### src/verilog/adc_snap_pkg.sv
/*
 * ADC snapshot capture, shared definitions
 * Sample word layout, the capture write command, the buffer read request,
 * the Wishbone address map fields and the address region decode enum.
 */
`default_nettype none

package adc_snap_pkg;

  // one channel delivers SAMPLES_PER_WORD samples of SAMPLE_BITS per user_clk
  localparam int SAMPLE_BITS      = 8;
  localparam int SAMPLES_PER_WORD = 8;
  localparam int ADC_WORD_BITS    = SAMPLE_BITS * SAMPLES_PER_WORD;

  // default snapshot depth is 2**SNAP_AW words per channel
  localparam int SNAP_AW = 6;
  localparam int CH_BITS = 2;

  // Wishbone widths, byte addressed
  localparam int WB_AW = 12;
  localparam int WB_DW = 32;
  localparam int WB_SW = WB_DW / 8;

  // ##########################################################################
  // address map fields
  // ##########################################################################
  localparam int ADR_HALF_BIT = 2;
  localparam int ADR_WORD_LSB = 3;
  localparam int ADR_CH_LSB   = 9;
  localparam int ADR_BUF_BIT  = 11;

  typedef logic [SAMPLES_PER_WORD-1:0][SAMPLE_BITS-1:0] adc_word_t;

  typedef struct packed {
    logic               we;
    logic [SNAP_AW-1:0] addr;
  } snap_wr_t;

  // half selects the low (0) or high (1) 32 bits of a buffer entry
  typedef struct packed {
    logic               valid;
    logic [CH_BITS-1:0] ch;
    logic [SNAP_AW-1:0] word;
    logic               half;
  } buf_rd_req_t;

  typedef enum logic [1:0] {
    REG_CTRL,
    REG_BUF,
    REG_NONE
  } wb_region_e;

endpackage

`default_nettype wire

### src/verilog/snap_readout.sv
/*
 * Snapshot readout path
 * Drives the word address to all channel buffers, waits out the RAM
 * latency and returns the selected channel's 32-bit half with a done pulse.
 */
`default_nettype none

module snap_readout
  import adc_snap_pkg::*;
#(
  parameter int NUM_CH  = 4,
  parameter int SNAP_AW = adc_snap_pkg::SNAP_AW
) (
  input  wire logic                     user_clk,
  input  wire logic                     rst,
  input  wire buf_rd_req_t              rd_req_i,
  output logic      [SNAP_AW-1:0]       rd_addr_o,
  input  wire adc_word_t [NUM_CH-1:0]   buf_data_i,
  output logic      [WB_DW-1:0]         rd_data_o,
  output logic                          rd_done_o
);

  logic                     s1_valid;
  logic [CH_BITS-1:0]       s1_ch;
  logic                     s1_half;
  logic [ADC_WORD_BITS-1:0] sel_word;

  // every buffer sees the same address, the channel is picked afterwards
  assign rd_addr_o = rd_req_i.word[SNAP_AW-1:0];

  // stage 1 lines the request up with the RAM output
  always_ff @(posedge user_clk)
  begin
    if (rst)
    begin
      s1_valid <= 1'b0;
    end
    else
    begin
      s1_valid <= rd_req_i.valid;
    end
    s1_ch   <= rd_req_i.ch;
    s1_half <= rd_req_i.half;
  end

  assign sel_word = buf_data_i[s1_ch];

  // stage 2 registers the chosen half
  always_ff @(posedge user_clk)
  begin
    if (rst)
    begin
      rd_done_o <= 1'b0;
    end
    else
    begin
      rd_done_o <= s1_valid;
    end
    if (s1_half)
    begin
      rd_data_o <= sel_word[WB_DW +: WB_DW];
    end
    else
    begin
      rd_data_o <= sel_word[0 +: WB_DW];
    end
  end

endmodule

`default_nettype wire

### config.mk
export PLATFORM = sky130hd
export DESIGN_NAME = snap_readout
export DESIGN_NICKNAME = d
export VERILOG_FILES = /design/src/verilog/adc_snap_pkg.sv /design/src/verilog/snap_readout.sv
export SDC_FILE = /design/constraint.sdc
export NUM_CORES = 1
export LEC_CHECK = 0
export ABC_AREA = 1
export BUFFER_PORTS_ARGS = -buffer_cell sky130_fd_sc_hd__buf_4
export CORE_AREA = 4 4 119 121
export CTS_CLUSTER_SIZE = 24
export DETAILED_ROUTE_END_ITERATION = 10
export DIE_AREA = 0 0 123 125
export HOLD_SLACK_MARGIN = 0.12
export PLACE_DENSITY = 0.66
export SYNTH_ARGS = -nofsm -noshare
export SYNTH_HDL_FRONTEND = slang
export SYNTH_SLANG_ARGS = --single-unit
export TNS_END_PERCENT = 100
### constraint.sdc
create_clock -name user_clk -period 1.8 [get_ports user_clk]
set_input_delay 0.09 -clock user_clk [delete_from_list [all_inputs] [get_ports user_clk]]
set_output_delay 0.09 -clock user_clk [all_outputs]
set_load 0.01 [all_outputs]
======== Word-level counts from Yosys, hierarchy flattened ========
Index checks and enable logic that the tools add are counted.
Widths: inputs -> output; s select.
storage, ports and cells
  word-level logic and storage cells ...... 9
  flip-flop bits (word level) ............. 37
  output and inout bits ................... 39
operators by class
  mux-type cells .......................... 3
  magnitude comparators ................... 1
operators by type and width
  kind                number
  $bmux 64 s2         1
  $mux 64             1
  $mux 32             1
  $lt 2x3->1 const B  1

======== Longest topological paths before layout ========
  depth in word-level cells ............... 3
  gate-level depth with buffers ........... 8
  mapped depth without buffers ............ 6

======== Worst setup path before layout ========
No wires, ideal clock.
  path type ............................... register to register
  start ................................... reg s1_ch[0]
  end ..................................... reg rd_data_o[21]
  path buffers ............................ 2
  data required time ...................... 1.687 ns
  stages on the path, launching flop included .. 8
  slack ................................... 0.758 ns
  period minus slack after synthesis ...... 1.042 ns
  arrival time ............................ 0.929 ns
  cell sequence ........................... dfxtp_1 -> buf_4 -> buf_6 -> nand2_1 -> nand3_1 -> nand2_1 -> nand2_1 -> nand2_1
between the ends
  word-level cells in the longest chain between the ends .. 3
RTL lines
  element                        RTL line            text
  start: declaration             snap_readout.sv:24  logic [CH_BITS-1:0] s1_ch;
  start signal: assignment       snap_readout.sv:42  s1_ch <= rd_req_i.ch;
  $bmux 64 s2                    snap_readout.sv:46  assign sel_word = buf_data_i[s1_ch];
  $mux 64 (not written as such)  snap_readout.sv:46
  $mux 32                        snap_readout.sv:59  if (s1_half)
  end signal: assignment         snap_readout.sv:61  rd_data_o <= sel_word[WB_DW +: WB_DW];
  end signal: assignment         snap_readout.sv:65  rd_data_o <= sel_word[0 +: WB_DW];
  end: declaration               snap_readout.sv:19  output logic [WB_DW-1:0] rd_data_o,
Every way passes these cells. The select of a mux whose other input is x is not followed.
A chain may end at the register's enable or synchronous reset.

======== Worst setup path in the final report ========
  start ................................... reg s1_ch[0]
  end ..................................... reg rd_data_o[4]
The elaborated chain is that of the path after synthesis.

==> results_dict.tcl <==
set metrics [dict create \
    instances_no_fill 1338 \
    floorplan.initialDensity 0.327 \
    pre_cts_ws_ps 421 \
    synth-seq-cells 37 \
    fin_worst_hold_slack_ps 165 \
    slowest_stage "buf_12" \
    clkTransAtPathRegs_ps 70 \
    min_path_type "primary input to flop" \
    peakVddDrop_v 0.000370 \
    ant_nets 0 \
    drt_wl_total_um 16500 \
    h-tree-depth 2 \
    port_buffers 294 \
    hold_viol 0 \
    area_delta_synth_final_pct 57.4 \
    required_ps 1990 \
    intPower_mw 2.27 \
    tns_ps 0 \
    layout_min_cycle_time_ps 1360 \
    routedWlPerCell_um 12.4 \
    muxShareOfSynthArea 0 \
    maxSlewViolCount 0 \
    fmaxAchievable_mhz 738 \
    syn_nets 1166 \
    setup_violations 0 \
    p_sw_mw 1.05 \
    rows 42 \
    die_h_um 125 \
    setup_slack_ps 444 \
    dp_hpwl_um 12600 \
    yosys_warnings 0 \
    vias 5659 \
    antenna_found_initial 1 \
    cts.repair.resized 0 \
    worstPathArrival_ps 1540 \
    post-cts-setup-buffer-count 0 \
    grt_pass1_wl_um 25300 \
    clockBufferDepth 2 \
    avgSynthCellArea_sq_um 4.77 \
    drt_pass1_iterations 6 \
    grt_pass1_vias 5227 \
    clk_latency_ps 290 \
    drive_above_1_share 0.272 \
    path_common_cell "nand2_1" \
    swShare 0.316 \
    viasPerCell 4.23 \
    fillerInstances 1481 \
    hold_path_depth 7 \
    synthXorXnorAreaFrac 0 \
    synthAdderAreaFrac 0 \
    cp-end-kind "flop" \
    cts_tree "done" \
    die_x_um 123 \
    crit_chain "buf_12 > nand2_1 > nand3_1 > nand2_1 > nand2_1 > nand2_1" \
    layout_common_cells "nand2_1, buf_4, inv_1" \
    reg2reg_slack_ps 440 \
    run_status "finished clean" \
    max_stage_delay_ps 420 \
    grt_max_degree 129 \
    skew_ps 6.79 \
    drv_cap 0 \
    postLayoutCellArea_sq_mm 0.00674 \
    max_slew_margin 0.640 \
    seqPwrFrac 0.281 \
    tightest_slew_ps 540 \
    crit_type "flop to flop" \
    syn_area_sq_mm 0.00428 \
    cp-start-kind "flop" \
    cts-root-buf "clkbuf_16" \
    placed_area_sq_mm 0.00652 \
    core_area_sq_mm 0.0131 \
    rsz0062_at_grt "no" \
    synth.distinct_cells 11 \
    grt-ovfl-total 0 \
    combinationalPowerShare 0.398 \
    die_area_sq_mm 0.0154 \
    yosysSeqAreaShare 0.173 \
    ff2ff_path_depth 6 \
    cts_num_sinks 37 \
    synth-simple-area-share 0.516 \
    nets 1428 \
    clockPowerShare 0.321 \
    path_max_fanout 128 \
    totalPowerFinal_mw 3.32 \
    drt_iter0_markers 290 \
    synth_cells 898 \
    place.gp.congestion 0.808 \
    period_share 0.753 \
    synth_top_family_by_area "simple AND/OR/NAND/NOR gates" \
    pwr_density_cell_mw_per_mm2 493 \
    grt_use_total 0.204 \
    cts_buffers 5 \
    power_leakage_nw 4.66 \
    route.detailed.drc 0 \
    ctsHoldBuffers 5 \
    synth-compound-area-share 0 \
    pin_count 307 \
    utilization 0.515 \
    layout_commonest_cell "nand2_1" \
    dp_cells 1324 \
]
[cell families after synthesis]
group,after synthesis
DFF,37
and+or+nand+nor,546
buffers and inverters,315
[worst max-delay path, delay by kind of cell, from the launching register on]
kind          cells  cell delay, ps
buf+inv           1             420
flops             1             370
simple gates      5             410
[registers in the layout (all words and copies together), names as in the netlist]
signal,flops
rd_data_o,32
s1_ch,2
rd_done_o,1
s1_half,1
s1_valid,1
[power groups by stage]
stage | clock [mW] | sequential (mW) | combinational (mW)
after floorplan | 0 | 0.993 | 0.605
after global placement | 0 | 0.952 | 1.32
after detailed placement | 0 | 0.953 | 1.32
after CTS | 1.09 | 0.935 | 1.34
after global routing | 1.12 | 0.943 | 1.49
final | 1.07 | 0.934 | 1.32
[layer usage]
layer / vias up / GRT usage / part of all wire
li1: 3035 / - / -
met1: 2393 / 0.233 / 0.40
met4: 0 / 0.0443 / 0.018
met2: 210 / 0.371 / 0.49
met5: - / 0 / 0
met3: 21 / 0.0596 / 0.094
[worst paths after layout]
| path | start | end |
|---|---|---|
| worst min-delay path | buf_data_i[62] | rd_data_o[30] |
| worst min register to register | s1_valid | rd_done_o |
| worst max-delay path | s1_ch[0] | rd_data_o[4] |
| worst max register to register | s1_ch[0] | rd_data_o[4] |
[synth_stat cells]
cell | n | area share
buf_6 | 11 | 0.029
buf_2 | 20 | 0.023
nand2_1 | 416 | 0.36
nand3_1 | 128 | 0.15
clkbuf_1 | 7 | 0.0061
dfxtp_1 | 37 | 0.17
inv_1 | 259 | 0.23
inv_2 | 2 | 0.0018
buf_1 | 5 | 0.0044
nor2_1 | 2 | 0.0018
buf_4 | 11 | 0.019
[area by class of cell]
class	instances	area (sq um)	area share
well taps	176	220	0.0327
clock buffers	5	125	0.0186
flip-flops and latches	37	746	0.111
multi-input cells	546	2210	0.328
clock inverters	3	46.3	0.00687
inverters	261	982	0.146
repair buffers	309	2410	0.357
diodes	1	2.50	0.000371
No activity file was read; power rests on OpenSTA's default activity.
