===== src/verilog/adc_snap_pkg.sv =====
/*
 * ADC snapshot capture, shared definitions
 * Sample word layout, the capture write command, the buffer read request,
 * the Wishbone address map fields and the address region decode enum.
 */
`default_nettype none

package adc_snap_pkg;

  // one channel delivers SAMPLES_PER_WORD samples of SAMPLE_BITS per user_clk
  localparam int SAMPLE_BITS      = 8;
  localparam int SAMPLES_PER_WORD = 8;
  localparam int ADC_WORD_BITS    = SAMPLE_BITS * SAMPLES_PER_WORD;

  // default snapshot depth is 2**SNAP_AW words per channel
  localparam int SNAP_AW = 6;
  localparam int CH_BITS = 2;

  // Wishbone widths, byte addressed
  localparam int WB_AW = 12;
  localparam int WB_DW = 32;
  localparam int WB_SW = WB_DW / 8;

  // ##########################################################################
  // address map fields
  // ##########################################################################
  localparam int ADR_HALF_BIT = 2;
  localparam int ADR_WORD_LSB = 3;
  localparam int ADR_CH_LSB   = 9;
  localparam int ADR_BUF_BIT  = 11;

  typedef logic [SAMPLES_PER_WORD-1:0][SAMPLE_BITS-1:0] adc_word_t;

  typedef struct packed {
    logic               we;
    logic [SNAP_AW-1:0] addr;
  } snap_wr_t;

  // half selects the low (0) or high (1) 32 bits of a buffer entry
  typedef struct packed {
    logic               valid;
    logic [CH_BITS-1:0] ch;
    logic [SNAP_AW-1:0] word;
    logic               half;
  } buf_rd_req_t;

  typedef enum logic [1:0] {
    REG_CTRL,
    REG_BUF,
    REG_NONE
  } wb_region_e;

endpackage

`default_nettype wire


===== src/verilog/wb_snap_regs.sv =====
/*
 * Wishbone slave for the snapshot subsystem
 * Decodes the byte address into control, buffer or unmapped regions,
 * holds the snapshot control register and answers with ack or err.
 * Buffer reads are forwarded as a one-cycle request and acked when the
 * readout returns the data.
 */
`default_nettype none

module wb_snap_regs
  import adc_snap_pkg::*;
#(
  parameter int NUM_CH = 4
) (
  input  wire logic             user_clk,
  input  wire logic             rst,
  input  wire logic [WB_AW-1:0] wb_adr_i,
  input  wire logic [WB_DW-1:0] wb_dat_i,
  input  wire logic [WB_SW-1:0] wb_sel_i,
  input  wire logic             wb_we_i,
  input  wire logic             wb_cyc_i,
  input  wire logic             wb_stb_i,
  output logic      [WB_DW-1:0] wb_dat_o,
  output logic                  wb_ack_o,
  output logic                  wb_err_o,
  output logic                  snap_req_o,
  output buf_rd_req_t           rd_req_o,
  input  wire logic [WB_DW-1:0] rd_data_i,
  input  wire logic             rd_done_i
);

  wb_region_e       region;
  logic [WB_DW-1:0] ctrl_q;
  logic [WB_DW-1:0] dat_q;
  logic             ack_q;
  logic             err_q;
  logic             busy_q;
  logic             snap_req_q;
  buf_rd_req_t      rd_req_q;
  logic             new_req;
  logic             buf_ack;

  // ##########################################################################
  // address decode
  // ##########################################################################

  // buffers are read only, so a write there falls through to REG_NONE
  always_comb
  begin
    region = REG_NONE;
    if (wb_adr_i[ADR_BUF_BIT:ADR_HALF_BIT] == '0)
    begin
      region = REG_CTRL;
    end
    else if (wb_adr_i[ADR_BUF_BIT] && !wb_we_i &&
             int'(wb_adr_i[ADR_CH_LSB +: CH_BITS]) < NUM_CH)
    begin
      region = REG_BUF;
    end
  end

  // a new access is taken only when nothing is being answered or pending
  assign new_req = wb_cyc_i && wb_stb_i && !ack_q && !err_q && !busy_q;
  assign buf_ack = busy_q && rd_done_i;

  // ##########################################################################
  // control register and responses
  // ##########################################################################
  always_ff @(posedge user_clk)
  begin
    if (rst)
    begin
      ctrl_q         <= '0;
      ack_q          <= 1'b0;
      err_q          <= 1'b0;
      busy_q         <= 1'b0;
      snap_req_q     <= 1'b0;
      rd_req_q.valid <= 1'b0;
    end
    else
    begin
      ack_q          <= 1'b0;
      err_q          <= 1'b0;
      rd_req_q.valid <= 1'b0;
      // one extra stage keeps the capture start at ack plus three cycles
      snap_req_q     <= ctrl_q[0];
      if (buf_ack)
      begin
        busy_q <= 1'b0;
      end
      if (new_req)
      begin
        unique case (region)
          REG_CTRL:
          begin
            ack_q <= 1'b1;
            if (wb_we_i)
            begin
              dat_q <= '0;
              for (int b = 0; b < WB_SW; b++)
              begin
                if (wb_sel_i[b])
                begin
                  ctrl_q[8*b +: 8] <= wb_dat_i[8*b +: 8];
                end
              end
            end
            else
            begin
              dat_q <= ctrl_q;
            end
          end
          REG_BUF:
          begin
            busy_q         <= 1'b1;
            rd_req_q.valid <= 1'b1;
            rd_req_q.ch    <= wb_adr_i[ADR_CH_LSB +: CH_BITS];
            rd_req_q.word  <= wb_adr_i[ADR_WORD_LSB +: SNAP_AW];
            rd_req_q.half  <= wb_adr_i[ADR_HALF_BIT];
          end
          default:
          begin
            err_q <= 1'b1;
          end
        endcase
      end
    end
  end

  assign snap_req_o = snap_req_q;
  assign rd_req_o   = rd_req_q;
  assign wb_ack_o   = ack_q || buf_ack;
  assign wb_err_o   = err_q;

  // data bus stays at zero outside an ack
  assign wb_dat_o = ack_q ? dat_q : (buf_ack ? rd_data_i : '0);

endmodule

`default_nettype wire


===== config.mk =====
export PLATFORM = sky130hd
export DESIGN_NAME = wb_snap_regs
export DESIGN_NICKNAME = d
export VERILOG_FILES = /design/src/verilog/adc_snap_pkg.sv /design/src/verilog/wb_snap_regs.sv
export SDC_FILE = /design/constraint.sdc
export NUM_CORES = 1
export LEC_CHECK = 0
export ABC_AREA = 1
export BUFFER_PORTS_ARGS = -buffer_cell sky130_fd_sc_hd__buf_2
export CAP_MARGIN = 20
export CELL_PAD_IN_SITES_DETAIL_PLACEMENT = 0
export CELL_PAD_IN_SITES_GLOBAL_PLACEMENT = 1
export CORE_MARGIN = 2
export CORE_UTILIZATION = 38
export CTS_CLUSTER_SIZE = 12
export DETAILED_ROUTE_END_ITERATION = 7
export PLACE_DENSITY_LB_ADDON = 0.08
export SETUP_SLACK_MARGIN = 0.05
export SYNTH_ARGS = -nofsm -noshare
export SYNTH_HDL_FRONTEND = slang
export SYNTH_SLANG_ARGS = --single-unit

===== constraint.sdc =====
create_clock -name user_clk -period 8.3 [get_ports user_clk]
set_input_delay 1.66 -clock user_clk [delete_from_list [all_inputs] [get_ports user_clk]]
set_output_delay 1.66 -clock user_clk [all_outputs]
set_load 0.05 [all_outputs]

# [Word-level counts from Yosys, hierarchy flattened]
# Index checks and enable logic that the tools add are counted.
[totals] register_bits=78 in_bits=86 out_inout_bits=45 wordCells=47
[classes] n_eq_ne=1 muxes=10 bitwise_logic=2 n_reduce_logical=21
[op_table] op="$mux 32" n=2
[op_table] op="$reduce_and 4->1" n=4
[op_table] op="$logic_not 10->1" n=1
[op_table] op="$mux 10" n=1
[op_table] op="$logic_and 1x1->1" n=6
[op_table] op="$reduce_and 3->1" n=2
[op_table] op="$mux 1" n=5
[op_table] op="$logic_not 1->1" n=4
[op_table] op="$mux 2" n=2
[op_table] op="$reduce_or 2->1" n=2
[op_table] op="$eq 2x1->1 const B" n=1
[op_table] op="$logic_not 2->1" n=1
[op_table] op="$not 1->1" n=2
[op_table] op="$logic_or 1x1->1" n=1

# [Logic depth before layout (Yosys ltp)]
[logic_depth] ltp_word=7 mapped_depth=9

# [Worst setup path after synthesis]
# OpenSTA, ideal clock, no wires.
[synth_timing] path_kind="in2out" startpoint="in rd_done_i" endpoint="out wb_dat_o[18]" arrival_ns=3.046 slack_ns=3.594 cell_stages=3 n_path_buf=1 cell_sequence="nand2_1 clkbuf_1 o21ai_0"
[synth_between] elab_chain_cells=3
[synth_rtl] item="start, declared" line="wb_snap_regs.sv:29" text="input wire logic rd_done_i"
[synth_rtl] item="$logic_and 1x1->1" line="wb_snap_regs.sv:64" text="assign buf_ack = busy_q && rd_done_i;"
[synth_rtl] item="$mux 32 (2 in series)" line="wb_snap_regs.sv:136" text="assign wb_dat_o = ack_q ? dat_q : (buf_ack ? rd_data_i : '0);"
[synth_rtl] item="end, declared" line="wb_snap_regs.sv:23" text="output logic [WB_DW-1:0] wb_dat_o,"
# No other way between the ends.

# [Final worst setup path]
[layout_timing] startpoint="in rd_done_i" endpoint="out wb_dat_o[25]"
# Same word-level chain as after synthesis.

==> results list <==
- Status: finished, final reports clean
* Setup slack on the worst flop-to-flop path: 4870 ps
* Horizontal die dimension: 104 µm
* Leading cell type in the layout, fill and taps excluded: nand2_1
* Worst endpoint required time: 6640 ps
- DR WL/cell: 11.9 µm
* Max-slew violations: 0
- By area the synthesized netlist is led by edfxtp_1 32%, dfxtp_1 19%, nand2_1 13%.
* CTS tree: done
* Critical Path Most Common Cell: buf_2
* Reported max-cap violation count: 0
* Initial detailed-routing violation count: 119
- Along the worst path, the maximum fanout reaches 33.
- Endpoint kind of the worst setup timing path: output pin
- The first global-routing pass estimated 14.8 mm of wire.
* Synthesized area per cell: 7.70 µm²
- The number of antenna diodes in the final layout is 0.
- Global routing finished with a remaining overflow of 0.
- Counting the buffers created by CTS gives 9.
- Most used cells in the layout excluding fill and tap cells: 136 x nand2_1, 128 x buf_2, 100 x inv_1
- Height of the die: 104 µm
- The hold violation count in the final report was 0.
* Final setup violation count: 0
- Maximum vdd drop: 0.0780 mV
- Entering global routing, the biggest net connects 39 pins.
- Maximum clock skew at final layout: 12.4 ps
- Clock-pin slew was measured on the worst setup and hold paths at 80 ps.
- The detail route stage leaves a number of antenna-violating nets equal to 0.
- STA classifies the critical path startpoint as an input port.
* Non-Filler Instances: 750
- Input and output buffers added on the ports amount to 128.
* Post-cts resize count: 0
* Critical path, cell by cell: buf_2 -> nand2_1 -> o21ai_0 -> buf_2
* Slowest cell on the critical path: nand2_1
- Register bit count reported by yosys: 78
- Sequential cells were found to cover 51.7% of the synthesized design area.
- The critical path contains buffers and inverters numbering 2 combined.
* Insertion delay of the later-clocked pin in the worst-skew pair: 340 ps
- Broken down by cell family, the worst path's largest delay share belongs to simple AND/OR/NAND/NOR gates.
- In the finished design, the share of the clock period the worst path needs comes to 57.7%.
- Data on the critical path arrives at its endpoint at 3130 ps.
- Number of global-route vias before repair: 3161
- After routing, the total negative slack on setup checks comes to 0 ps.
- Combined global-route utilization of all metal layers: 17.0%
- Layout-stage area growth over the synthesis result: 22.8%
* RSZ-0062 raised after global routing: no
* Setup slack after layout: 3510 ps
* Actual slew at the worst max-slew pin: 1010 ps
- Placed wire-length estimate: 5.83 mm
- The first TritonRoute pass finished after 4 iterations.
* Warnings from Yosys: 0
- Total number of H-tree levels: 3
- Worst hold-check path type: reg -> reg
* CTS sink count: 78
- Distinct cell type count of the synthesized netlist: 23
* Fin crit period: 4790 ps
- The final layout contains routed wiring with a total length of 8.91 mm.
- The die covers 10900 µm².
- Number of filler cells placed in the layout: 1030
* Standby leakage power: 2.33 nW
* Cell area after synthesis: 3810 µm²
- Vias per std cell: 4.40
* Ratio of cells with drive above 1 in the final layout: 25.3%
- The total area inside the core boundary comes to 9770 µm².
- Summed over all instances, the cell type with the most area after synthesis is edfxtp_1.
* Mapped Cells: 495
- Delay of the slowest critical-path stage: 550 ps
- The clock passes through at most 2 buffers.
- The critical path is of the in -> out type.
- Post-route DRC: 0
* Power Density: 157 nW/µm²
- DR vias: 3299
- Nets: 698
* Top-level I/O count: 131
- Post-placement cell count: 733
- Remaining max-slew budget at the tightest pin: 32.7%
- Row generation in the floorplan step produced 36 rows.
* Library cell used as clock root buffer: clkbuf_8
* Fmax: 209 MHz
- Post-placement setup slack: 3490 ps
- The initial antenna violation count came to 0.
* Post-Synthesis Net Count: 581
- Hold buffer count at CTS: 0
- At the end of routability-driven placement, the weighted congestion stood at 0.744.
- Number of buffers added for setup after CTS: 0
- Effective utilization at floorplan: 39.0%
- After synthesis, the largest area contributor takes up 32.3% of total cell area.
power by group:
group | switching, mW | internal, mW | total [mW] | leakage, nW
combinational | 0.0366 | 0.0227 | 0.0593 | 1.56
sequential | 0.000239 | 0.403 | 0.403 | 0.676
clock | 0.135 | 0.138 | 0.273 | 0.0931
cells by family after synthesis:
family	after synthesis	share of synthesized area [%]
AOI/OAI and AO/OA	33	4.63
DFF	78	51.7
buffers and inverters	130	14.7
and+or+nand+nor	254	28.9
registers in the layout, indices dropped and copies added (netlist names):
signal	cells
rd_req_o	10
ctrl_q	32
dat_q	32
busy_q	1
wb_err_o	1
snap_req_o	1
ack_q	1
worst register-to-register path: cells and delay by family (launching register included):
family	cells	cell delay, ps
flops	1	540
buf+inv	2	560
simple gates	4	1940
synthesized netlist by cell type:
master      n
buf_1       3
buf_12      1
buf_4       5
buf_6       3
buf_8       1
clkbuf_1   12
clkinv_1    4
dfxtp_1    37
edfxtp_1   41
inv_1     100
inv_6       1
nand2_1   136
nand2_2     2
nand3_1     2
nand3_4     3
nand3b_1    1
nand4_1    32
nor2_1     75
nor2_2      1
nor2_4      1
nor3_2      1
o21ai_0    32
o32ai_2     1
final timing paths:
kind,end,cells after the start,startpoint
max,wb_dat_o[25],4,rd_done_i
min,snap_req_o,2,ctrl_q[0]
max reg2reg,dat_q[23],6,ack_q
min reg2reg,snap_req_o,2,ctrl_q[0]
per-layer routing:
metal / GRT usage [%] / vias up / part of all wire [%]
met5: 0 / - / 0
met4: 5.50 / 0 / 1.3
met1: 21.2 / 1462 / 45
met3: 3.57 / 8 / 5.2
li1: - / 1745 / -
met2: 29.5 / 84 / 48
stage by stage:
| step | cell area [µm²] | hold slack [ps] | util [%] | power (mW) |
|---|---|---|---|---|
| after global routing | 4680 | 490 | 47.9 | 0.766 |
| after global placement | 4480 | 458 | 45.9 | 0.471 |
| after floorplan | 3810 | 428 | - | 0.446 |
| after detailed placement | 4480 | 459 | 45.9 | 0.472 |
| after CTS | 4670 | 472 | 47.8 | 0.746 |
| final | 4680 | 476 | 47.9 | 0.735 |
cell type report:
type	instances	area, µm²	area share [%]
sequential	78	1970	42.1
multi-input combinational	287	1290	27.6
timing repair buffer	131	671	14.3
inverter	105	399	8.52
tap	133	166	3.55
clock buffer	11	131	2.81
clock inverter	5	52.6	1.12
Power figures use the tool's default switching activity.
