===== config.mk =====
export PLATFORM = sky130hd
export DESIGN_NAME = snap_sequencer
export DESIGN_NICKNAME = d
export VERILOG_FILES = /design/src/verilog/adc_snap_pkg.sv /design/src/verilog/snap_sequencer.sv
export SDC_FILE = /design/constraint.sdc
export NUM_CORES = 1
export LEC_CHECK = 0
export BUFFER_PORTS_ARGS = -buffer_cell sky130_fd_sc_hd__buf_2
export CAP_MARGIN = 15
export CORE_MARGIN = 5
export CORE_UTILIZATION = 31
export CTS_BUF_LIST = sky130_fd_sc_hd__clkbuf_8
export DETAILED_ROUTE_END_ITERATION = 8
export HOLD_SLACK_MARGIN = 0.08
export PLACE_DENSITY = 0.53
export SLEW_MARGIN = 20
export SYNTH_ARGS = -nofsm -noshare
export SYNTH_HDL_FRONTEND = slang
export SYNTH_SLANG_ARGS = --single-unit

===== constraint.sdc =====
create_clock -name user_clk -period 1.02 [get_ports user_clk]
set_input_delay 0.102 -clock user_clk [delete_from_list [all_inputs] [get_ports user_clk]]
set_output_delay 0.102 -clock user_clk [all_outputs]
set_load 0.01 [all_outputs]

===== src/verilog/adc_snap_pkg.sv =====
/*
 * ADC snapshot capture, shared definitions
 * Sample word layout, the capture write command, the buffer read request,
 * the Wishbone address map fields and the address region decode enum.
 */
`default_nettype none

package adc_snap_pkg;

  // one channel delivers SAMPLES_PER_WORD samples of SAMPLE_BITS per user_clk
  localparam int SAMPLE_BITS      = 8;
  localparam int SAMPLES_PER_WORD = 8;
  localparam int ADC_WORD_BITS    = SAMPLE_BITS * SAMPLES_PER_WORD;

  // default snapshot depth is 2**SNAP_AW words per channel
  localparam int SNAP_AW = 6;
  localparam int CH_BITS = 2;

  // Wishbone widths, byte addressed
  localparam int WB_AW = 12;
  localparam int WB_DW = 32;
  localparam int WB_SW = WB_DW / 8;

  // ##########################################################################
  // address map fields
  // ##########################################################################
  localparam int ADR_HALF_BIT = 2;
  localparam int ADR_WORD_LSB = 3;
  localparam int ADR_CH_LSB   = 9;
  localparam int ADR_BUF_BIT  = 11;

  typedef logic [SAMPLES_PER_WORD-1:0][SAMPLE_BITS-1:0] adc_word_t;

  typedef struct packed {
    logic               we;
    logic [SNAP_AW-1:0] addr;
  } snap_wr_t;

  // half selects the low (0) or high (1) 32 bits of a buffer entry
  typedef struct packed {
    logic               valid;
    logic [CH_BITS-1:0] ch;
    logic [SNAP_AW-1:0] word;
    logic               half;
  } buf_rd_req_t;

  typedef enum logic [1:0] {
    REG_CTRL,
    REG_BUF,
    REG_NONE
  } wb_region_e;

endpackage

`default_nettype wire


===== src/verilog/snap_sequencer.sv =====
/*
 * Snapshot capture sequencer
 * Detects the falling edge of snap_req and runs a counter that opens a
 * write window of 2**SNAP_AW cycles, broadcast to every channel buffer.
 */
`default_nettype none

module snap_sequencer
  import adc_snap_pkg::*;
#(
  parameter int SNAP_AW = adc_snap_pkg::SNAP_AW
) (
  input  wire logic user_clk,
  input  wire logic rst,
  input  wire logic snap_req_i,
  output snap_wr_t  snap_wr_o
);

  logic [1:0]       req_sr;
  // top bit set means the window is closed
  logic [SNAP_AW:0] cnt_q;

  // two-stage history of snap_req for the 1-then-0 pattern
  always_ff @(posedge user_clk)
  begin
    if (rst)
    begin
      req_sr <= 2'b00;
    end
    else
    begin
      req_sr <= {req_sr[0], snap_req_i};
    end
  end

  // the low bits wrap into the top bit, which then holds until a new falling edge
  always_ff @(posedge user_clk)
  begin
    if (rst)
    begin
      cnt_q <= '0;
    end
    else if (req_sr == 2'b10)
    begin
      cnt_q <= '0;
    end
    else if (!cnt_q[SNAP_AW])
    begin
      cnt_q <= cnt_q + 1'b1;
    end
  end

  always_comb
  begin
    snap_wr_o                    = '0;
    snap_wr_o.we                 = ~cnt_q[SNAP_AW];
    snap_wr_o.addr[SNAP_AW-1:0]  = cnt_q[SNAP_AW-1:0];
  end

endmodule

`default_nettype wire


## Yosys cells after proc, flatten, opt, wreduce, memory -nomap -nowiden

Index checks and enable logic that the tools add are counted.

- Output and inout bits: 7
- Flip-flop bits (word level): 9
- Bits of input ports: 3
- Word-level logic and storage cells: 8

- Reduce and logical (&&, ||, !) cells: 1
- Add/subtract/negate cells: 1
- Multiplexer cells: 1
- Bitwise operators: 1
- Equality and inequality tests: 1

Operator list:

| kind | number |
|---|---|
| $add 7x1->7 const B | 1 |
| $mux 7 | 1 |
| $eq 2x2->1 const B | 1 |
| $reduce_or 2->1 | 1 |
| $not 1->1 | 1 |

## Depth between registers and ports, before layout

Gate-level depths: netlist of the first run.

- Word-level depth: 2
- Depth in mapped cells: 4
- Mapped depth without buffers: 4

## Least setup slack after synthesis of the first run

Ideal clock, no wire load.

- Kind: reg2reg
- From: reg cnt_q[2]
- To: reg cnt_q[5]
- Buffers on the path: 0
- Slack: -42 ps
- Data required time: 950 ps
- Period minus slack after synthesis: 1062 ps
- Arrival: 992 ps
- Setup time: 70 ps
- Cell stages (with the launch flop): 4
- Cells stage by stage: dfxtp_1 -> nand4b_4 -> or3_1 -> a21oi_1

- Longest elaborated chain between the ends: 1

Ends and longest elaborated chain:

| what | line | RTL |
|---|---|---|
| start: declaration | snap_sequencer.sv:21 | `logic [SNAP_AW:0] cnt_q;` |
| start signal: assignment | snap_sequencer.sv:49 | `cnt_q <= cnt_q + 1'b1;` |
| $add 7x1->7 | snap_sequencer.sv:49 |  |

No other way between the ends.
A chain may end at the register's enable or synchronous reset.

## Worst setup path after layout of the first run

- From: reg cnt_q[0]
- To: reg cnt_q[2]

Same word-level chain as after synthesis.

==> out/summary.txt, run 1 <==
Peak VDD IR: 1.42 mV
Most used routing layer: met2
Max incr delay on CP: 0.36 ns
WS Path Type: register to register
Number of synthesized flops with an enable pin: 0
Layout cells sized above 1: 0.491
Final #Nets: 60
Worst setup path end: cnt_q[2]
Area delta synth->final: 35.7%
Root buffer cell: clkbuf_8
Crit path buffers/inverters: 0
Period Utilization, post-route: 0.966
Total CTS buffers: 3
Post-Syn Nets: 45
Die X: 46.1 um
Max Cap Violations: 0
Worst clock skew: 0.00312 ns
Flops & latches, synth: 9
Clk pin slew, worst setup/hold paths: 0.04 ns
Clock sinks: 9
Largest net degree at the start of global routing: 8
Area share of the leading cell type in the synthesized netlist: 0.447
Placer Congestion: 0.681
Die extent in y: 46.1 um
Worst Reg-to-Reg Cells: 4
Average size of a mapped cell: 9.83 um^2
Initial antenna violation count: 0
Routed Antenna Nets: 0
Initial core utilization: 0.318
Yosys warning count: 0
Total Power: 0.857 mW
Placed cell area: 472 um^2
Pre-CTS setup slack: 0.00483 ns
Area leader, netlist: dfxtp_1
CP Launch Type: register
CP required: 1.14 ns
Post-Layout Inst Area: 547 um^2
RSZ-0062 raised after global routing: yes
I/O pin cnt: 10
Crit path cell chain: ha_4 > and2b_1 > xnor2_1 > nor2_1
Layout Utilization: 0.431
Synthesized area: 403 um^2
Std cell rows: 13
Vias post-DR: 301
# Post-CTS Setup Buffers: 0
Slew Viols, Final: 0
Ranking of synthesized cells by area: dfxtp_1 (45%), buf_4 (11%), nor2_1 (6.5%)
Least-Margin Pin Slew: 0.148 ns
Distinct cells, synth: 19
Setup violators final: 0
Synth async-reset ratio: 0
CP max stage cell: dfxtp_4
HP Class: input pin to register
Ant diodes: 0
Total routed wirelength: 697 um
Clock Latency Late Sink: 0.23 ns
Fin crit period: 0.985 ns
Post-DP HPWL: 546 um
Via-per-instance ratio: 4.30
Max Root-Sink Buffers: 2
PortBufs: 9
Reg-to-reg startpoint: cnt_q[0]
Cell Pwr Density: 1570 nW/um^2
Sequential-to-total area share from yosys stat: 0.447
Most common cell in the synthesized netlist: dfxtp_1
Status: complete, no violations
Global route total overflow: 0
Delay-heaviest family, CP: flip-flops
Syn Inst Count: 41
Met2 Track Usage GR: 0.113
Top_reg_cell synth: dfxtp_1
Worst EP arrival: 1.10 ns
Worst setup path start: cnt_q[0]
Post-synth top cells: dfxtp_1 (9), nor2_1 (7), buf_4 (6)
First-pass GRT wire length: 1110 um
Number of global-route vias before repair: 272
Worst setup margin: 0.0351 ns
Levels on crit path: 4
Die area: 2120 um^2
R2r endpoint: cnt_q[2]
Number of remaining DRC errors: 0
R2R setup slack: 0.04 ns
Worst setup EP type: register
GRT Total Usage: 0.0778
Initial DRC count: 5
Met1 usage: 0.0909
Core area: 1270 um^2
Critical Path Fanout Max: 3
Max Fclk: 1020 MHz
Leakage Power: 0.269 nW
Router iterations before antenna repair: 2
Met3 Resource Use GR: 0.0586
Final hold violations: 0
H-tree Lvls: 1
Slew headroom: 0.898
CTS tree: yes
Drt wl/cell: 9.96 um
flip-flops by register name, summed over array words and instances (netlist names):
register,flops
cnt_q,7
req_sr,2
cells in the final DEF, fill, tap and decap left out, types with 2 or more instances in the layout:
| master | synthesis | layout |
|---|---|---|
| buf_2 | 0 | 9 |
| buf_4 | 6 | 6 |
| clkbuf_8 | 0 | 3 |
| dfxtp_1 | 9 | 4 |
| dfxtp_2 | 0 | 3 |
| dfxtp_4 | 0 | 2 |
| inv_1 | 2 | 2 |
| nor2_1 | 7 | 7 |
| xor2_1 | 3 | 3 |
logic make-up after synthesis:
kind of cell,after synthesis,synth area share
fa+ha+maj,1,0.0311
xor+xnor,4,0.0870
buf+inv,8,0.130
flops,9,0.447
mux,1,0.0248
simple gates,14,0.217
compound gates,4,0.0621
where the power goes:
group | internal, mW | total, mW | switching (mW)
logic | 0.0445 | 0.0800 | 0.0354
registers | 0.369 | 0.386 | 0.0170
clock network | 0.261 | 0.391 | 0.130
metrics by stage:
| stage | instances | setup TNS, ns | hold WS (ns) |
|---|---|---|---|
| 2_1_floorplan | 41 | 0 | 0.169 |
| 3_3_place_gp | 65 | 0 | 0.288 |
| 3_5_place_dp | 65 | 0 | 0.291 |
| 4_1_cts | 70 | 0 | 0.0923 |
| 5_1_grt | 70 | -0.0229 | 0.116 |
| 6_report | 70 | 0 | 0.0954 |
repair_timing:
action,CTS,global route
hold endpoints to repair,2,0
hold buffers,1,0
resized for setup,1,6
setup endpoints to repair,1,5
pin swaps,0,4
metal layers:
metal	wire length [um]	up-vias
met2	323	9
met4	4	0
met1	303	133
li1	-	157
met3	66	2
met5	0	-
worst min path at each step:
| stage | slack, ns | cells past startpoint | startpoint | to |
|---|---|---|---|---|
| 5_1_grt | 0.12 | 2 | snap_req_i | req_sr[0] |
| 6_report | 0.1 | 2 | snap_req_i | req_sr[0] |
| 2_1_floorplan | 0.17 | 1 | rst | req_sr[1] |
| 4_1_cts | 0.09 | 2 | snap_req_i | req_sr[0] |
| 3_3_place_gp | 0.29 | 2 | rst | req_sr[1] |
| 3_5_place_dp | 0.29 | 2 | rst | req_sr[1] |
area by class of cell:
cell class                      instances  area, um^2
Timing Repair Buffer                   16         100
Clock buffer                            3        41.3
Tap cell                               15        18.8
Inverter                                2        7.51
Clock inverter                          1        3.75
Multi-Input combinational cell         24         184
Fill cell                             135         722
Sequential cell                         9         191
Power figures use the tool's default switching activity.
==> run 2, diff against run 1 <==
--- a/config.mk
+++ b/config.mk
@@ -11,4 +11,5 @@
 export CORE_UTILIZATION = 31
 export CTS_BUF_LIST = sky130_fd_sc_hd__clkbuf_8
+export CTS_CLUSTER_SIZE = 28
 export DETAILED_ROUTE_END_ITERATION = 8
 export HOLD_SLACK_MARGIN = 0.08
==> constraint.sdc (replaced) <==
create_clock -name user_clk -period 1.02 [get_ports user_clk]
set_input_delay 0.306 -clock user_clk [delete_from_list [all_inputs] [get_ports user_clk]]
set_output_delay 0.306 -clock user_clk [all_outputs]
set_load 0.01 [all_outputs]
==> run 2 against run 1 <==
The run now ends with setup timing left. Sequential power decreased by 1%. Critical path depth is 2 lower. Worst hold slack gained 0.16 ns. Clock skew decreased by 0.0020 ns. Count of clock-buffer cells in the layout is the same. Wire length increased by 15%. Clock power rose by 5.4%. Non-clock buffer count up 5. Die area unchanged. First-iteration DRC count is 60% lower.
==> out/summary.txt, run 2 (synthesis gave the netlist of run 1 again) <==
Worst EP arrival: 0.81 ns (-0.29 ns)
Regs by FF count: cnt_q: 7 flops, req_sr: 2 flops
PortBufs: 9 (unchanged)
Layout cells sized above 1: 0.583 (+0.0924)
CP most frequent cell: buf_6
Comb pwr share: 0.105 (+0.012)
Internal cell power: 0.689 mW (+2.1%)
Total routed wirelength: 801 um (+15%)
Peak VDD IR: 0.656 mV (-54%)
Slew Viols, Final: 0 (unchanged)
H-tree Lvls: 1 (unchanged)
Total Power: 0.887 mW (+3.5%)
Commonest non-fill, non-tap cell in the layout: buf_6
Met1 usage: 0.0818 (-0.00913)
Clock sinks: 9 (unchanged)
Final #Nets: 65 (+8.3%)
Failing checks: setup timing
Std cell rows: 13 (unchanged)
Reg-to-reg startpoint: cnt_q[2]
WS Path Type: register to primary output
Router iterations before antenna repair: 2 (unchanged)
Initial core utilization: 0.318 (unchanged)
I/O pin cnt: 10 (unchanged)
Clock power frac: 0.465 (+0.008)
Initial antenna violation count: 0 (unchanged)
Max reg flops: 7 (unchanged)
Hold path start: rst
Layout Utilization: 0.503 (+0.0720)
Most frequent cells in the layout: buf_6 (11), buf_4 (8), nor2_1 (7)
Slew headroom: 0.846 (-0.0522)
Max Fclk: 896 MHz (-12%)
CP max stage cell: dfxtp_4
Core area: 1270 um^2 (unchanged)
R2r endpoint: cnt_q[5]
Max incr delay on CP: 0.36 ns (about the same)
P_sw: 0.199 mW (+8.7%)
Crit path cell chain: buf_6 > buf_6
R2R setup slack: -0.07 ns (-0.11 ns)
Max Root-Sink Buffers: 2 (unchanged)
Crit path buffers/inverters: 2 (+2)
Number of global-route vias before repair: 293 (+7.7%)
Setup violators final: 5 (+5)
Total CTS buffers: 3 (unchanged)
Worst Reg-to-Reg Cells: 4 (unchanged)
Area delta synth->final: 58.4%
Most used routing layer: met2
Sequential power share: 0.430 (-0.020)
Largest register by flop count: cnt_q
Worst setup EP type: primary output
Number of remaining DRC errors: 0 (unchanged)
CTS tree: yes
CP required: 0.71 ns (-0.43 ns)
Met2 Track Usage GR: 0.129 (+0.0165)
Status: finished, violations left
Delay-heaviest family, CP: flip-flops
Cts hold-fix bufs: 0 (-1)
Hold depth: 2 (unchanged)
Largest net degree at the start of global routing: 8 (unchanged)
Max Cap Violations: 0 (unchanged)
Worst setup path start: cnt_q[0]
Routed Antenna Nets: 0 (unchanged)
Post-DP HPWL: 540 um (-1.1%)
Via-per-instance ratio: 4.15 (-3.6%)
Worst clock skew: 0.00108 ns (-0.00203 ns)
Leakage Power: 0.300 nW (+12%)
Initial DRC count: 2 (-3)
Pre-CTS setup slack: 0.00274 ns (-0.00208 ns)
HP Class: input pin to register
GRT Total Usage: 0.0794 (+0.00165)
Worst setup margin: -0.0955 ns (-0.131 ns)
Least-Margin Pin Slew: 0.231 ns (+0.0825 ns)
Period Utilization, post-route: 1.09 (+0.128)
Clock Latency Late Sink: 0.23 ns (about the same)
Vias post-DR: 311 (+3.3%)
Sw frac: 0.224 (+0.0107)
Ant diodes: 0 (unchanged)
Clk pin slew, worst setup/hold paths: 0.05 ns (about the same)
RSZ-0062 raised after global routing: yes
Die X: 46.1 um (unchanged)
Global route total overflow: 0 (unchanged)
Final hold violations: 0 (unchanged)
Placer Congestion: 0.629 (-7.7%)
Die extent in y: 46.1 um (unchanged)
Cell Pwr Density: 1390 nW/um^2 (-11%)
Critical Path Fanout Max: 3 (unchanged)
First-pass GRT wire length: 1150 um (+3.2%)
CP Launch Type: register
Hold EP: req_sr[1]
Fin crit period: 1.12 ns (+0.131 ns)
Drt wl/cell: 10.7 um (+7.3%)
Die area: 2120 um^2 (unchanged)
Met3 Resource Use GR: 0.0352 (-0.0234)
Root buffer cell: clkbuf_8
[run 2: cell types whose count changed in the layout (fill, tap and decap cells not counted), sizes merged]
cell	change
buf	+6
dlygate4sd3	-1
clkinv	+1
inv	-1
[run 2: routing by layer]
layer,vias up,share of wire
li1,166,-
met2,7,0.49
met5,-,0
met1,138,0.44
met4,0,0
met3,0,0.066
[run 2: what timing repair did]
| action | CTS | global route |
|---|---|---|
| resized for setup | 16 | 4 |
| setup endpoints to repair | 8 | 9 |
| pin swaps | 0 | 3 |
| buffers inserted | 3 | 5 |
[run 2: layout make-up]
type	count	area [um^2]
clock buffers	3	41.3
clock inverters	1	5.00
fillers	115	631
inverters	2	10.0
multi-input cells	24	173
flip-flops and latches	9	196
well taps	15	18.8
repair buffers	21	194
[run 2: how the worst max path moves through the flow]
stage                         endpoint  slack, ns  depth (start not counted)
after floorplan               cnt_q[5]      0.009                          3
after global placement        cnt_q[2]    -0.0007                          4
after detailed placement      cnt_q[2]      0.003                          4
after CTS                 snap_wr_o[6]      -0.09                          3
after global routing          cnt_q[5]      -0.14                          4
final                     snap_wr_o[0]       -0.1                          2
[run 2: power by group through the flow]
stage	clock network, mW	registers, mW	logic [mW]
final	0.412	0.381	0.0936
after global routing	0.441	0.383	0.102
after CTS	0.432	0.381	0.0877
after detailed placement	0	0.390	0.0649
after global placement	0	0.390	0.0641
after floorplan	0	0.391	0.0473
[run 2: through the flow]
stage / area [um^2] / hold WS (ns) / TNS, ns / std cells
finish: 638 / 0.255 / -0.341 / 75
global route: 638 / 0.267 / -0.582 / 75
CTS: 586 / 0.245 / -0.377 / 70
detailed placement: 472 / 0.425 / 0 / 65
global placement: 472 / 0.427 / -0.000701 / 65
floorplan: 408 / 0.373 / 0 / 41
==> run 3, diff against run 2 <==
Settings changed: PLACE_DENSITY 0.53 to unset.
==> run 3 against run 2 <==
The flow still finishes with violations (setup timing). First-iteration DRC count rose to 3.0 times the previous value. Final area decreased by 0.78%. Non-clock buffer count is the same. Via count is 4.5% higher. Largest cell class is now buffers.
==> out/summary.txt, run 3 (synthesis gave the netlist of run 1 again) <==
Cts hold-fix bufs: 0 (unchanged)
Largest net degree at the start of global routing: 8 (unchanged)
Total Power: 0.898 mW (+1.2%)
Ant diodes: 0 (unchanged)
Period Utilization, post-route: 1.10 (+0.00943)
Final hold violations: 0 (unchanged)
Max Fclk: 889 MHz (-0.85%)
HP Class: input pin to register
Pre-CTS setup slack: -0.00409 ns (-0.00683 ns)
Regs by FF count: cnt_q: 7 flops, req_sr: 2 flops
Root buffer cell: clkbuf_8
First-pass GRT wire length: 1430 um (+25%)
Commonest non-fill, non-tap cell in the layout: buf_6
P_sw: 0.205 mW (+3.3%)
Max reg flops: 7 (unchanged)
Clock power frac: 0.455 (-0.010)
Core area: 1270 um^2 (unchanged)
R2r endpoint: cnt_q[5]
Area delta synth->final: 57.1%
R2R setup slack: -0.11 ns (-0.04 ns)
Vias post-DR: 325 (+4.5%)
Number of global-route vias before repair: 355 (+21%)
Die extent in y: 46.1 um (unchanged)
Leakage Power: 0.305 nW (+1.6%)
WS Path Type: register to register
Layout cells sized above 1: 0.550 (-0.0333)
Clock Latency Late Sink: 0.24 ns (about the same)
Post-DP HPWL: 539 um (-0.20%)
Setup violators final: 6 (+1)
Clock sinks: 9 (unchanged)
CTS tree: yes
CP required: 1.18 ns (+0.47 ns)
CP max stage cell: or3_1
Worst clock skew: 0.00365 ns (+0.00257 ns)
Met2 WL: 507 um (+29%)
Total routed wirelength: 936 um (+17%)
Least-Margin Pin Slew: 0.252 ns (+0.0215 ns)
Worst EP arrival: 1.29 ns (+0.48 ns)
Max Cap Violations: 0 (unchanged)
Clk pin slew, worst setup/hold paths: 0.05 ns (about the same)
Wl on met1: 351 um (-0.57%)
Global route total overflow: 0 (unchanged)
Worst Reg-to-Reg Cells: 4 (unchanged)
Initial DRC count: 6 (+4)
Peak VDD IR: 0.863 mV (+32%)
Status: finished, violations left
Initial core utilization: 0.318 (unchanged)
Fin crit period: 1.13 ns (+0.00962 ns)
Reg-to-reg startpoint: cnt_q[0]
Std cell rows: 13 (unchanged)
WL met3: 63 um (+19%)
Router iterations before antenna repair: 4 (+2)
Crit path cell chain: buf_6 > nand4b_4 > or3_1 > a21oi_1
Hold path start: rst
Cell Pwr Density: 1420 nW/um^2 (+2.0%)
Max Root-Sink Buffers: 2 (unchanged)
H-tree Lvls: 1 (unchanged)
Final #Nets: 65 (unchanged)
Hold depth: 2 (unchanged)
Die X: 46.1 um (unchanged)
Worst setup margin: -0.105 ns (-0.00962 ns)
Sequential power share: 0.427 (-0.003)
Sw frac: 0.228 (+0.00453)
Via-per-instance ratio: 4.33 (+4.5%)
Internal cell power: 0.693 mW (+0.63%)
Routed Antenna Nets: 0 (unchanged)
Comb pwr share: 0.118 (+0.013)
Slew Viols, Final: 0 (unchanged)
Post-Layout Cell Count: 75 (unchanged)
Worst setup EP type: register
Hold EP: req_sr[0]
Most frequent cells in the layout: buf_6 (12), nor2_1 (7), buf_4 (6)
Number of remaining DRC errors: 0 (unchanged)
Largest register by flop count: cnt_q
Placed cell count: 65 (unchanged)
I/O pin cnt: 10 (unchanged)
CP Launch Type: register
PortBufs: 9 (unchanged)
Drt wl/cell: 12.5 um (+17%)
Failing checks: setup timing
Max incr delay on CP: 0.37 ns (about the same)
Slew headroom: 0.832 (-0.0143)
RSZ-0062 raised after global routing: yes
Initial antenna violation count: 0 (unchanged)
Placer Congestion: 0.660 (+4.9%)
Total CTS buffers: 3 (unchanged)
Highest metal used: met4
GRT Total Usage: 0.102 (+0.0223)
Critical Path Fanout Max: 3 (unchanged)
Setup_tns: -0.399 ns (-0.0581 ns)
Die area: 2120 um^2 (unchanged)
## run 3: cell count changes in the layout (fill, tap and decap cells not counted), sizes merged
cell / before / now
inv: 2 / 3
clkinv: 1 / 0
## run 3: worst max-delay path by stage
stage          cells past startpoint           end  slack, ns      from
3_5_place_dp                       4      cnt_q[2]     -0.004  cnt_q[0]
5_1_grt                            4      cnt_q[5]      -0.16  cnt_q[0]
2_1_floorplan                      3      cnt_q[5]      0.009  cnt_q[6]
4_1_cts                            2  snap_wr_o[0]      -0.09  cnt_q[0]
6_report                           4      cnt_q[5]      -0.11  cnt_q[0]
3_3_place_gp                       4      cnt_q[2]      0.004  cnt_q[0]
## run 3: per-stage QoR
| stage | hold slack (ns) | cell area [um^2] | utilization |
|---|---|---|---|
| 2_1_floorplan | 0.373 | 408 | - |
| 3_3_place_gp | 0.420 | 472 | 0.372 |
| 3_5_place_dp | 0.432 | 472 | 0.372 |
| 4_1_cts | 0.258 | 612 | 0.482 |
| 5_1_grt | 0.280 | 633 | 0.499 |
| 6_report | 0.259 | 633 | 0.499 |
## run 3: per-layer routing
layer	vias up	GRT usage
li1	165	-
met1	146	0.0843
met2	11	0.176
met3	3	0.0742
met4	0	0.0511
met5	-	0
## run 3: area by class of cell
type	instances	area [um^2]
repair buffers	21	195
clock buffers	3	41.3
multi-input cells	24	170
flip-flops and latches	9	194
fillers	129	636
inverters	2	10.0
clock inverters	1	3.75
well taps	15	18.8
## run 3: power by group through the flow
stage               Clock [mW]  Combinational [mW]  Sequential, mW
floorplan                    0              0.0473           0.391
detailed placement           0              0.0653           0.391
global route             0.438               0.114           0.387
finish                   0.409               0.106           0.384
CTS                      0.413              0.0992           0.382
global placement             0              0.0634           0.390
## run 3: what timing repair did
action	4_1_cts	5_1_grt
buffers inserted	6	1
gates resized for setup	16	3
pin swaps	0	4
gates cloned	0	0
setup endpoints to repair	8	9
## run 3: critical path: cells and delay by family, from the launching register on
kind / cells / cell delay, ns
simple gates: 2 / 0.47
flops: 1 / 0.36
compound gates: 1 / 0.12
buf+inv: 1 / 0.10
